[src/ets_pkg.sv]
package ets_pkg;

	////////////////////////////////////////
	// sweep geometry
	////////////////////////////////////////

	localparam int NUM_CHANNELS = 3;   // ref path, s11, s21
	localparam int NUM_STEPS    = 64;  // phase steps per sweep
	localparam int WINDOW_LEN   = 16;  // clocks per acquisition window
	localparam int SYNC_STAGES  = 2;   // comparator synchronizer depth
	localparam int WIN_CNT_W    = $clog2(WINDOW_LEN);

	typedef logic [$clog2(NUM_STEPS)-1:0]      step_t;       // phase step index
	typedef logic [$clog2(WINDOW_LEN+1)-1:0]   hit_count_t;  // 0..WINDOW_LEN
	typedef logic [$clog2(NUM_STEPS+1)-1:0]    amp_t;        // steps over threshold
	typedef logic [7:0]                        reg_addr_t;   // word address
	typedef logic [31:0]                       reg_data_t;
	typedef logic [1:0]                        chan_t;
	typedef logic [WIN_CNT_W-1:0]              win_cnt_t;    // window and drain counter

	////////////////////////////////////////
	// register map, word addresses
	////////////////////////////////////////

	localparam reg_addr_t REG_CTRL        = 8'd0;   // bit 0 starts a sweep
	localparam reg_addr_t REG_THRESH_BASE = 8'd1;   // one per channel
	localparam reg_addr_t REG_AMP_BASE    = 8'd4;   // one per channel
	localparam reg_addr_t REG_STATUS      = 8'd7;   // busy, done
	localparam reg_addr_t MEM_BASE        = 8'd64;  // NUM_STEPS words per channel

	typedef enum logic [2:0] {
		IDLE,
		SHIFT,      // phase step requested
		WAIT_DONE,  // clock manager still shifting
		ACQUIRE,
		DRAIN,      // channel pipelines flush
		FINISH
	} seq_state_t;

endpackage

[src/ets_channel.sv]
`timescale 1ns/1ps

module ets_channel import ets_pkg::*; (
	input  logic       sys_clk,
	input  logic       rst_n,
	input  logic       cmp_data,
	input  logic       sweep_start_ch,
	input  logic       acq_valid,
	input  logic       acq_last,
	input  step_t      step,
	input  hit_count_t threshold,
	input  step_t      mem_rd_addr,
	output hit_count_t mem_rd_data,
	output amp_t       amplitude
);

	logic [SYNC_STAGES-1:0] cmp_sync;
	logic [SYNC_STAGES-1:0] valid_dly;
	logic [SYNC_STAGES-1:0] last_dly;
	step_t                  step_dly [SYNC_STAGES];
	logic                   cmp_bit;
	logic                   win_valid;
	logic                   win_last;
	step_t                  win_step;
	hit_count_t             hit_cnt;
	hit_count_t             hit_total;
	hit_count_t             thresh_lat;
	hit_count_t             mem [NUM_STEPS];

	////////////////////////////////////////
	// synchronizer and strobe alignment
	////////////////////////////////////////

	always_ff @(posedge sys_clk or negedge rst_n) begin
		if (!rst_n) begin
			cmp_sync  <= '0;
			valid_dly <= '0;
			last_dly  <= '0;
		end else begin
			cmp_sync  <= {cmp_sync[SYNC_STAGES-2:0], cmp_data};
			valid_dly <= {valid_dly[SYNC_STAGES-2:0], acq_valid};
			last_dly  <= {last_dly[SYNC_STAGES-2:0], acq_last};
		end
	end

	always_ff @(posedge sys_clk) begin
		step_dly[0] <= step;
		for (int i = 1; i < SYNC_STAGES; i++)
			step_dly[i] <= step_dly[i-1];
	end

	assign cmp_bit   = cmp_sync[SYNC_STAGES-1];
	assign win_valid = valid_dly[SYNC_STAGES-1];  // lines up with cmp_bit
	assign win_last  = last_dly[SYNC_STAGES-1];
	assign win_step  = step_dly[SYNC_STAGES-1];

	////////////////////////////////////////
	// hit count and amplitude
	////////////////////////////////////////

	assign hit_total = hit_cnt + hit_count_t'(cmp_bit);

	always_ff @(posedge sys_clk or negedge rst_n) begin
		if (!rst_n) begin
			hit_cnt    <= '0;
			thresh_lat <= '0;
			amplitude  <= '0;
		end else begin
			if (win_last)
				hit_cnt <= '0;  // ready for the next step
			else if (win_valid)
				hit_cnt <= hit_total;

			if (sweep_start_ch) begin
				thresh_lat <= threshold;  // held for the whole sweep
				amplitude  <= '0;
			end else if (win_last && hit_total >= thresh_lat) begin
				amplitude <= amplitude + 1'b1;
			end
		end
	end

	// sample memory, one word per step
	always_ff @(posedge sys_clk) begin
		if (win_last)
			mem[win_step] <= hit_total;
		mem_rd_data <= mem[mem_rd_addr];
	end

	// window length comes from the sequencer
	a_hit_range: assert property (@(posedge sys_clk) disable iff (!rst_n)
		win_valid |-> hit_total <= hit_count_t'(WINDOW_LEN));

endmodule

[src/ets_phase_sequencer.sv]
`timescale 1ns/1ps

module ets_phase_sequencer import ets_pkg::*; (
	input  logic  sys_clk,
	input  logic  rst_n,
	input  logic  sweep_start,
	input  logic  ps_done,
	output logic  ps_en,
	output logic  sweep_start_ch,
	output logic  acq_valid,
	output logic  acq_last,
	output step_t step,
	output logic  busy,
	output logic  sweep_done
);

	seq_state_t state;
	seq_state_t state_next;
	win_cnt_t   cnt;
	logic       win_end;
	logic       drain_end;
	logic       last_step;

	assign win_end   = cnt == win_cnt_t'(WINDOW_LEN - 1);
	assign drain_end = cnt == win_cnt_t'(SYNC_STAGES);  // SYNC_STAGES+1 drain cycles
	assign last_step = step == step_t'(NUM_STEPS - 1);

	////////////////////////////////////////
	// next state
	////////////////////////////////////////

	always_comb begin
		state_next = state;
		case (state)
			IDLE: begin
				if (sweep_start)
					state_next = SHIFT;
			end
			SHIFT: state_next = WAIT_DONE;
			WAIT_DONE: begin
				if (ps_done)
					state_next = ACQUIRE;  // window opens next cycle
			end
			ACQUIRE: begin
				if (win_end)
					state_next = DRAIN;
			end
			DRAIN: begin
				if (drain_end)
					state_next = last_step ? FINISH : SHIFT;
			end
			FINISH: state_next = IDLE;
			default: state_next = IDLE;
		endcase
	end

	always_ff @(posedge sys_clk or negedge rst_n) begin
		if (!rst_n) begin
			state          <= IDLE;
			cnt            <= '0;
			step           <= '0;
			ps_en          <= 1'b0;
			sweep_start_ch <= 1'b0;
		end else begin
			state          <= state_next;
			ps_en          <= (state == IDLE && sweep_start) ||
				(state == DRAIN && drain_end && !last_step);  // one pulse per step
			sweep_start_ch <= state == IDLE && sweep_start;

			if (state_next != state)
				cnt <= '0;
			else if (state == ACQUIRE || state == DRAIN)
				cnt <= cnt + 1'b1;

			if (state == IDLE && sweep_start)
				step <= '0;
			else if (state == DRAIN && drain_end && !last_step)
				step <= step + 1'b1;  // always stepping upward
		end
	end

	assign acq_valid  = state == ACQUIRE;
	assign acq_last   = acq_valid && win_end;
	assign busy       = state != IDLE && state != FINISH;
	assign sweep_done = state == FINISH;

	////////////////////////////////////////
	// checks
	////////////////////////////////////////

	a_ps_en_shift: assert property (@(posedge sys_clk) disable iff (!rst_n)
		ps_en |-> state == SHIFT);

	// window never overruns its length
	a_window_len: assert property (@(posedge sys_clk) disable iff (!rst_n)
		acq_valid [*WINDOW_LEN] |=> !acq_valid);

endmodule

[src/ets_readout_regs.sv]
`timescale 1ns/1ps

module ets_readout_regs import ets_pkg::*; (
	input  logic       sys_clk,
	input  logic       rst_n,
	input  logic       reg_wr,
	input  logic       reg_rd,
	input  reg_addr_t  reg_addr,
	input  reg_data_t  reg_wdata,
	output reg_data_t  reg_rdata,
	output logic       reg_rvalid,
	output logic       sweep_start,
	output hit_count_t thresholds [NUM_CHANNELS],
	input  logic       busy,
	input  logic       sweep_done,
	input  amp_t       amplitudes [NUM_CHANNELS],
	output step_t      mem_rd_addr,
	input  hit_count_t mem_rd_data [NUM_CHANNELS]
);

	logic      done;
	logic      is_mem;
	chan_t     mem_chan;
	reg_data_t reg_word;
	logic      rd_mem_q;
	chan_t     rd_chan_q;
	reg_data_t rd_word_q;

	// memory window is NUM_STEPS words per channel
	assign is_mem      = reg_addr >= MEM_BASE;
	assign mem_chan    = chan_t'((reg_addr - MEM_BASE) >> $bits(step_t));
	assign mem_rd_addr = step_t'(reg_addr);

	////////////////////////////////////////
	// writes
	////////////////////////////////////////

	always_ff @(posedge sys_clk or negedge rst_n) begin
		if (!rst_n) begin
			sweep_start <= 1'b0;
			done        <= 1'b0;
			for (int c = 0; c < NUM_CHANNELS; c++)
				thresholds[c] <= '0;
		end else begin
			sweep_start <= reg_wr && reg_addr == REG_CTRL && reg_wdata[0];

			if (sweep_done)
				done <= 1'b1;  // sticky until next start
			else if (sweep_start)
				done <= 1'b0;

			for (int c = 0; c < NUM_CHANNELS; c++) begin
				if (reg_wr && reg_addr == reg_addr_t'(REG_THRESH_BASE + c))
					thresholds[c] <= hit_count_t'(reg_wdata);
			end
		end
	end

	////////////////////////////////////////
	// reads
	////////////////////////////////////////

	always_comb begin
		reg_word = '0;  // unmapped reads as zero
		if (reg_addr == REG_STATUS)
			reg_word = reg_data_t'({done, busy});
		for (int c = 0; c < NUM_CHANNELS; c++) begin
			if (reg_addr == reg_addr_t'(REG_THRESH_BASE + c))
				reg_word = reg_data_t'(thresholds[c]);
			if (reg_addr == reg_addr_t'(REG_AMP_BASE + c))
				reg_word = reg_data_t'(amplitudes[c]);
		end
	end

	always_ff @(posedge sys_clk or negedge rst_n) begin
		if (!rst_n) begin
			reg_rvalid <= 1'b0;
			rd_mem_q   <= 1'b0;
		end else begin
			reg_rvalid <= reg_rd;
			if (reg_rd)
				rd_mem_q <= is_mem;
		end
	end

	always_ff @(posedge sys_clk) begin
		if (reg_rd) begin
			rd_chan_q <= mem_chan;
			rd_word_q <= reg_word;
		end
	end

	// channel memories register their word on the same edge
	assign reg_rdata = rd_mem_q ? reg_data_t'(mem_rd_data[rd_chan_q]) : rd_word_q;

endmodule

[src/ets_top.sv]
`timescale 1ns/1ps

module ets_top import ets_pkg::*; (
	input  logic                    sys_clk,
	input  logic                    rst_n,
	input  logic [NUM_CHANNELS-1:0] cmp_data,   // 0 ref, 1 s11, 2 s21
	input  logic                    reg_wr,
	input  logic                    reg_rd,
	input  reg_addr_t               reg_addr,
	input  reg_data_t               reg_wdata,
	output reg_data_t               reg_rdata,
	output logic                    reg_rvalid,
	output logic                    ps_en,      // to clock manager
	input  logic                    ps_done
);

	logic       sweep_start;
	logic       sweep_start_ch;
	logic       acq_valid;
	logic       acq_last;
	step_t      step;
	logic       busy;
	logic       sweep_done;
	step_t      mem_rd_addr;
	hit_count_t thresholds  [NUM_CHANNELS];
	amp_t       amplitudes  [NUM_CHANNELS];
	hit_count_t mem_rd_data [NUM_CHANNELS];

	ets_phase_sequencer u_seq (
		.sys_clk        (sys_clk),
		.rst_n          (rst_n),
		.sweep_start    (sweep_start),
		.ps_done        (ps_done),
		.ps_en          (ps_en),
		.sweep_start_ch (sweep_start_ch),
		.acq_valid      (acq_valid),
		.acq_last       (acq_last),
		.step           (step),
		.busy           (busy),
		.sweep_done     (sweep_done)
	);

	////////////////////////////////////////
	// comparator channels
	////////////////////////////////////////

	for (genvar c = 0; c < NUM_CHANNELS; c++) begin : g_chan
		ets_channel u_chan (
			.sys_clk        (sys_clk),
			.rst_n          (rst_n),
			.cmp_data       (cmp_data[c]),
			.sweep_start_ch (sweep_start_ch),
			.acq_valid      (acq_valid),
			.acq_last       (acq_last),
			.step           (step),
			.threshold      (thresholds[c]),
			.mem_rd_addr    (mem_rd_addr),    // shared read address
			.mem_rd_data    (mem_rd_data[c]),
			.amplitude      (amplitudes[c])
		);
	end

	ets_readout_regs u_regs (
		.sys_clk     (sys_clk),
		.rst_n       (rst_n),
		.reg_wr      (reg_wr),
		.reg_rd      (reg_rd),
		.reg_addr    (reg_addr),
		.reg_wdata   (reg_wdata),
		.reg_rdata   (reg_rdata),
		.reg_rvalid  (reg_rvalid),
		.sweep_start (sweep_start),
		.thresholds  (thresholds),
		.busy        (busy),
		.sweep_done  (sweep_done),
		.amplitudes  (amplitudes),
		.mem_rd_addr (mem_rd_addr),
		.mem_rd_data (mem_rd_data)
	);

endmodule

[config.mk]
export PLATFORM = sky130hd
export DESIGN_NAME = ets_top
export DESIGN_NICKNAME = d
export VERILOG_FILES = /design/src/ets_pkg.sv /design/src/ets_channel.sv /design/src/ets_phase_sequencer.sv /design/src/ets_readout_regs.sv /design/src/ets_top.sv
export SDC_FILE = /design/constraint.sdc
export NUM_CORES = 1
export LEC_CHECK = 0
export BUFFER_PORTS_ARGS = -buffer_cell sky130_fd_sc_hd__buf_4
export CORE_UTILIZATION = 50
export CTS_BUF_LIST = sky130_fd_sc_hd__clkbuf_8
export DETAILED_ROUTE_END_ITERATION = 16
export GPL_ROUTABILITY_DRIVEN = 0
export PLACE_DENSITY = 0.64
export SETUP_SLACK_MARGIN = 0.5
export SLEW_MARGIN = 10
export SYNTH_ARGS = -nofsm -noshare
export SYNTH_HDL_FRONTEND = slang
export SYNTH_SLANG_ARGS = --single-unit
[constraint.sdc]
create_clock -name sys_clk -period 3.97 [get_ports sys_clk]
set_clock_uncertainty 0.05 [all_clocks]
set_input_delay 0.1985 -clock sys_clk [delete_from_list [all_inputs] [get_ports sys_clk]]
set_output_delay 0.1985 -clock sys_clk [all_outputs]
set_load 0.05 [all_outputs]
==> results of run 1 <==
[cell type report]
cell class | instances | share of cell area
Inverter | 32 | 0.00247
Clock inverter | 128 | 0.0136
Antenna cell | 2 | 0.000103
Timing Repair Buffer | 166 | 0.0300
Clock buffer | 187 | 0.0529
Multi-Input combinational cell | 950 | 0.214
Sequential cell | 1091 | 0.658
Tap cell | 1144 | 0.0294
[metal layers]
metal	share of wire	vias up	GRT usage
met5	0	-	0
met4	0.024	0	0.0748
met3	0.068	166	0.0465
met2	0.48	778	0.359
met1	0.43	11400	0.321
li1	-	9259	-
[logic make-up (layout without fill, tap and decap cells)]
| logic type | count (synthesis) | after routing | share of synthesized area |
|---|---|---|---|
| mux | 370 | 370 | 0.162 |
| simple gates | 334 | 334 | 0.0353 |
| xor+xnor | 29 | 29 | 0.00591 |
| buf+inv | 167 | 513 | 0.0195 |
| other cells | 1 | 27 | 0.0000872 |
| fa+ha+maj | 29 | 29 | 0.00844 |
| flops | 1091 | 1091 | 0.745 |
| compound gates | 163 | 163 | 0.0234 |
[flip-flops by register name (all words and copies together), names as in the netlist]
register	flops
u_seq.step	6
u_regs.rd_word_q	7
g_chan.u_chan.mem	960
g_chan.u_chan.hit_cnt	15
u_regs.rd_mem_q	1
u_regs.sweep_start	1
g_chan.u_chan.amplitude	21
g_chan.u_chan.thresh_lat	15
u_regs.reg_rvalid	1
u_regs.done	1
g_chan.u_chan.cmp_sync	6
u_seq.sweep_start_ch	1
g_chan.u_chan.mem_rd_data	15
u_seq.state	3
u_seq.ps_en	1
u_regs.rd_chan_q	2
g_chan.u_chan.last_dly	2
g_chan.u_chan.step_dly	12
u_regs.thresholds	15
g_chan.u_chan.valid_dly	2
u_seq.cnt	4
[report_power, final]
group / total (mW) / internal, mW / switching, mW / leakage (nW)
logic: 4.02 / 0.925 / 3.10 / 4.51
registers: 15.0 / 14.7 / 0.244 / 10.2
clock network: 8.87 / 4.51 / 4.36 / 1.85
total: 27.9 / 20.2 / 7.71 / 16.6
[synthesized netlist by cell type, types with 9 or more instances]
library cell  number  area share
a21oi_1           49      0.0057
a22oi_1           10      0.0017
and3_1            15      0.0022
buf_1             11     0.00096
buf_2             35      0.0041
buf_4             37      0.0065
clkbuf_1          48      0.0042
dfrtp_1           95       0.055
dfxtp_1           27       0.013
edfxtp_1         969        0.68
ha_1              29      0.0084
inv_1             31      0.0027
mux2_2            18      0.0047
mux2i_1           92       0.021
mux4_2           260        0.14
nand2_1           93      0.0081
nand3_1           24      0.0028
nand4_1           14      0.0020
nor2_1           128       0.011
nor2b_1           10      0.0015
nor3_1            10      0.0012
o211ai_1           9      0.0016
o21ai_0           34      0.0040
o22ai_1           21      0.0031
or3_1             14      0.0020
xnor2_1            9      0.0018
xor2_1            20      0.0041
[worst paths after layout]
| kind | startpoint | to | depth (start not counted) |
|---|---|---|---|
| worst max-delay path | reg_addr[3] | u_regs.thresholds[0]$_DFFE_PN0P_ | 10 |
| worst min-delay path | reg_rd | u_regs.reg_rvalid$_DFF_PN0_ | 2 |
| worst max register to register | g_chan[2].u_chan.hit_cnt[0]$_DFFE_PN0P_ | g_chan[2].u_chan.amplitude[6]$_DFFE_PN0P_ | 9 |
| worst min register to register | g_chan[2].u_chan.step_dly[0][3]$_DFF_P_ | g_chan[2].u_chan.step_dly[0][9]$_DFF_P_ | 0 |
| max in group asynchronous | rst_n | g_chan[1].u_chan.thresh_lat[2]$_DFFE_PN0P_ | 4 |
| min in group asynchronous | rst_n | g_chan[0].u_chan.amplitude[1]$_DFFE_PN0P_ | 4 |
[stage by stage]
step	hold WS (ps)	setup slack [ps]
after floorplan	-147	597
after global placement	232	1250
after detailed placement	255	1180
after CTS	27.5	840
after global routing	72.2	566
final	113	751
==> impl_results.md, run 1 <==
- Status: finished, final reports clean
- Sink Count: 1,091
- Post-synthesis async set-or-reset flop share: 0.0871
- Max-cap violation count: 0
- Largest net degree at the start of global routing: 66
- Commonest non-fill, non-tap cell in the layout: edfxtp_1
- Synth-to-layout area growth: 13.3%
- Total power: roughly 28 mW
- Slowest cell on the critical path: dlygate4sd3_1
- Worst ir drop on vdd: approximately 0.46 mV
- CP Max Fanout: 15
- Worst setup EP type: register
- Worst Tran Pin Value: about 910 ps
- Setup TNS after final layout: 0 ps
- Yosys warns: 0
- Total grt overflow: 0
- H-tree Lvls: 4
- Total GRT Usage: 0.228
- Std-Cell Rows: 107
- Final hold violation count: 0
- DRC violation count after routing: 0
- Port Buf Inserts: 29
- Slew headroom: 0.394
- Skew-Pair Late Insertion Delay: approximately 840 ps
- Routed wire length: ~96,000 µm
- Post-Synthesis Cell Area: 0.0430 mm²
- Final core utilization: 0.572
- CTS max path bufs: 3
- Worst-path clk slew: ~60 ps
- CP top delay family: buffers and inverters
- Multi-input logic area: between 0.01 and 0.015 mm²
- Worst EP required: 4660 ps
- Post-route ant nets: 0
- Final HPWL from detailed placement: between 50,000 and 60,000 µm
- Post-synth top flop: edfxtp_1
- Vias in the first global route: 22,100
- Crit share post-route: 0.811
- Top Ports: between 80 and 90
- Lkg Pwr: 16.6 nW
- Non-Filler Instances: about 3,700
- Final setup fails: 0
- RSZ-0062 raised after global routing: false
- Total number of vias: 21,600
- Slew Limit Fails: 0
- Initial drt markers: between 2,000 and 2,500
- Nets: 2,490
- Hold_buf cts: 27
- WS Path Type: primary input to register
- DIE AREA: 0.0871 mm²
- Placed insts: ~3,400
- Post-synth EDFFs: about 970
- Root buf cell: clkbuf_8
- Syn Area/Cell: a little under 20 µm²
- First-pass GRT wire length: ~140,000 µm
- CTS tree: yes
- Min Tclk post-route: between 3000 and 4000 ps
- Seq cells post-synth: around 1,100
- Sequential-to-total area share from yosys stat: 0.745
- Arr. time, crit path: slightly below 4000 ps
- Post-synth cell types: 54
- FMAX: approximately 310 MHz
- Die width: 295 µm
- Buf+Inv Stages, Crit Path: 4
- Initial antenna violation count: 5
- CTS Buf Count: 172
- DP Area: between 0.04 and 0.05 mm²
- Post-route cell area: ~0.049 mm²
- Initial DRT Pass Iterations: 5
- Hold Path Class: primary input to register
- Share of cells above drive strength 1: 0.259
- Most used cell, CP: dlygate4sd3_1
- Resized cells post-CTS: 0
- CP max stage delay: ~580 ps
- Die Ht: 295 µm
- Core Region: roughly 0.085 mm²
- Worst setup SP type: primary input
- Fillers: about 6,400
- Commonest cells after routing, fill and taps aside: edfxtp_1 (969), mux4_2 (260), clkbuf_8 (187)
- Crit path cell chain: dlygate4sd3_1 > buf_4 > nor3_1 > nand2_1 > nor3b_1 > nor2b_1 > nand2_1 > dlygate4sd3_1 > o21ai_0 > dlygate4sd3_1
- Reg2Reg Setup Slack: ~1200 ps
- Wire per inst: about 26 µm
- Via density: about 5.8
- Initial Util: 0.505
- Post-CTS setup buffers: 0
- Register area: around 0.032 mm²
- PD cells: roughly 570 mW/mm²
- Mapped Cells: between 2,000 and 2,500
Power figures use the tool's default switching activity.
==> run 2: changes to the inputs <==
- clock period: 3.97 -> 2.65 ns (I/O delays scaled with it)
==> impl_results.md, run 2 (same netlist as run 1, synthesis figures left out) <==
- Status: finished, final reports clean
- Die Ht: 295 µm (unchanged)
- Nets: 2,580 (+3.6%)
- Final HPWL from detailed placement: 58,000 µm (+2.9%)
- Multi-input logic area: 0.0111 mm² (+6.9%)
- Initial DRT Pass Iterations: 5 (unchanged)
- Routed wire length: 99,500 µm (+3.1%)
- Biggest register: g_chan.u_chan.mem
- Lkg Pwr: 17.1 nW (+3.4%)
- Worst r2r src: g_chan[2].u_chan.hit_cnt[0]$_DFFE_PN0P_
- PD cells: 848 mW/mm² (+48%)
- Via density: 5.87 (+0.59%)
- Final Hold Slack: 70.2 ps (-42.4 ps)
- Crit share post-route: 0.887
- Worst ir drop on vdd: 1.01 mV (+120%)
- Most used cell, CP: ha_4
- Commonest cells after routing, fill and taps aside: edfxtp_1 (969), mux4_2 (260), clkbuf_8 (191)
- Root buf cell: clkbuf_8
- Initial antenna violation count: 3 (-2)
- Non-Filler Instances: 3,783 (+2.2%)
- Worst setup SP type: register
- Slew headroom: 0.332 (-0.0610)
- Top Ports: 82 (unchanged)
- Critical Path Source: g_chan[2].u_chan.hit_cnt[0]$_DFFE_PN0P_
- Slowest cell on the critical path: or4_1
- Total GRT Usage: 0.235 (+0.00749)
- Crit path cell chain: ha_4 > ha_4 > nand3_4 > xnor2_4 > ha_4 > nand3_4 > o211a_4 > or4_1 > a21oi_2
- Slew Limit Fails: 0 (unchanged)
- DRC violation count after routing: 0 (unchanged)
- FMAX: between 400 and 500 MHz
- Final hold violation count: 0 (unchanged)
- Wire per inst: 26.3 µm (+0.88%)
- DIE AREA: 0.0871 mm² (unchanged)
- R2R Path End: g_chan[2].u_chan.amplitude[6]$_DFFE_PN0P_
- Vias in the first global route: 22,600 (+2.5%)
- Final setup fails: 0 (unchanged)
- CTS Buf Count: 172 (unchanged)
- Switching Fraction: 0.280 (+0.00333)
- CP max stage delay: 410 ps (-170 ps)
- Largest net degree at the start of global routing: 77 (+17%)
- Std-Cell Rows: 107 (unchanged)
- Commonest non-fill, non-tap cell in the layout: edfxtp_1
- Worst setup EP type: register
- Total grt overflow: 0 (unchanged)
- R2R cell count: 9 (unchanged)
- Worst Tran Pin Value: 1000 ps (+91.5 ps)
- Post-route ant nets: 0 (unchanged)
- Register area: 0.0320 mm² (about the same)
- Internal Power: 30.7 mW (+52%)
- WS Path Type: register to register
- Die width: 295 µm (unchanged)
- Min Tclk post-route: roughly 2300 ps
- Clock power share: 0.311 (-0.007)
- CP Max Fanout: 5 (-10)
- Hold Path Class: primary input to register
- Placed insts: 3,406 (+1.5%)
- Worst EP required: 3360 ps (-1300 ps)
- Reg2Reg Setup Slack: 300 ps (-880 ps)
- Worst-path clk slew: 60 ps (about the same)
- Max-cap violation count: 0 (unchanged)
- Arr. time, crit path: 3060 ps (-850 ps)
- CTS tree: yes
- CTS max path bufs: 3 (unchanged)
- H-tree Lvls: 4 (unchanged)
- Setup crit end: g_chan[2].u_chan.amplitude[6]$_DFFE_PN0P_
- Port Buf Inserts: 29 (unchanged)
- Initial Util: 0.505 (unchanged)
- NetSw: 11.9 mW (+55%)
- Initial drt markers: 2,085 (-0.95%)
- Total number of vias: 22,200 (+2.8%)
- Skew-Pair Late Insertion Delay: 840 ps (about the same)
- Part of the power in registers: 0.527 (-0.011)
- Logic pwr share: 0.162 (+0.018)
- Max reg flops: 960 (unchanged)
- Fillers: 6,218 (-3.5%)
- Synth-to-layout area growth: 17.0%
- Biggest registers after layout: g_chan.u_chan.mem: 960 flops, g_chan.u_chan.amplitude: 21 flops
- Core Region: 0.0851 mm² (unchanged)
- RSZ-0062 raised after global routing: true
- Sink Count: 1,091 (unchanged)
- Share of cells above drive strength 1: 0.318 (+0.0588)
- First-pass GRT wire length: 148,000 µm (+4.2%)
## run 2: cell types whose count changed in the layout (fill, tap and decap cells not counted), sizes merged, moves of 3 or more
cell	before	now
buf	140	220
clkbuf	187	191
clkinv	64	49
dlygate4sd3	26	32
inv	92	98
o211a	3	6
## run 2: through the flow
stage / TNS [ps] / setup slack [ps] / cell area (µm²) / util / power, mW
3_5_place_dp: 0 / 177 / 45900 / 0.539 / 29.2
4_1_cts: 0 / 257 / 50000 / 0.587 / 42.8
2_1_floorplan: -1320 / -136 / 43600 / - / 26.3
6_report: 0 / 301 / 50300 / 0.591 / 42.7
3_3_place_gp: 0 / 181 / 45900 / 0.539 / 28.8
5_1_grt: 0 / 232 / 50300 / 0.591 / 44.2
## run 2: layout make-up
| cell class | instances | area share |
|---|---|---|
| antenna | 1 | 0.0000498 |
| multi-input combinational | 953 | 0.221 |
| clock inverter | 118 | 0.0117 |
| clock buffer | 191 | 0.0523 |
| inverter | 32 | 0.00251 |
| sequential | 1091 | 0.637 |
| tap | 1144 | 0.0285 |
| timing repair buffer | 253 | 0.0470 |
## run 2: worst min-delay path by stage
| stage | startpoint | to | cells after the start |
|---|---|---|---|
| finish | reg_wdata[1] | u_regs.thresholds[1]$_DFFE_PN0P_ | 3 |
| global route | reg_wdata[4] | u_regs.thresholds[4]$_DFFE_PN0P_ | 3 |
| CTS | reg_wdata[1] | u_regs.thresholds[1]$_DFFE_PN0P_ | 3 |
| detailed placement | cmp_data[1] | g_chan[1].u_chan.cmp_sync[0]$_DFF_PN0_ | 1 |
| global placement | cmp_data[1] | g_chan[1].u_chan.cmp_sync[0]$_DFF_PN0_ | 1 |
| floorplan | rst_n | g_chan[0].u_chan.amplitude[0]$_DFFE_PN0P_ | 0 |
## run 2: what timing repair did
action / 4_1_cts / 5_1_grt
resized for setup: 67 / 35
setup endpoints to repair: 507 / 145
hold buffers: 33 / 3
endpoints found under the hold margin: 145 / 16
pin swaps: 30 / 19
setup buffers: 21 / 10
cloned: 3 / 0
## run 2: routing by layer
metal / part of all wire / GRT usage
met5: 0.00011 / 0
met4: 0.018 / 0.0701
met3: 0.069 / 0.0461
met2: 0.49 / 0.371
met1: 0.42 / 0.336
## run 2: critical path, delay by kind of cell, from the launching register on
| kind | cells | cell delay (ps) |
|---|---|---|
| flops | 1 | 390 |
| simple gates | 3 | 610 |
| compound gates | 2 | 410 |
| xor+xnor | 1 | 180 |
| fa+ha+maj | 3 | 640 |
## run 2: power by group through the flow
stage	clock, mW	sequential, mW	combinational [mW]
after floorplan	0	22.6	3.70
after global placement	0	22.8	5.99
after detailed placement	0	22.8	6.37
after CTS	13.5	22.5	6.77
after global routing	14.3	22.5	7.44
final	13.2	22.5	6.91
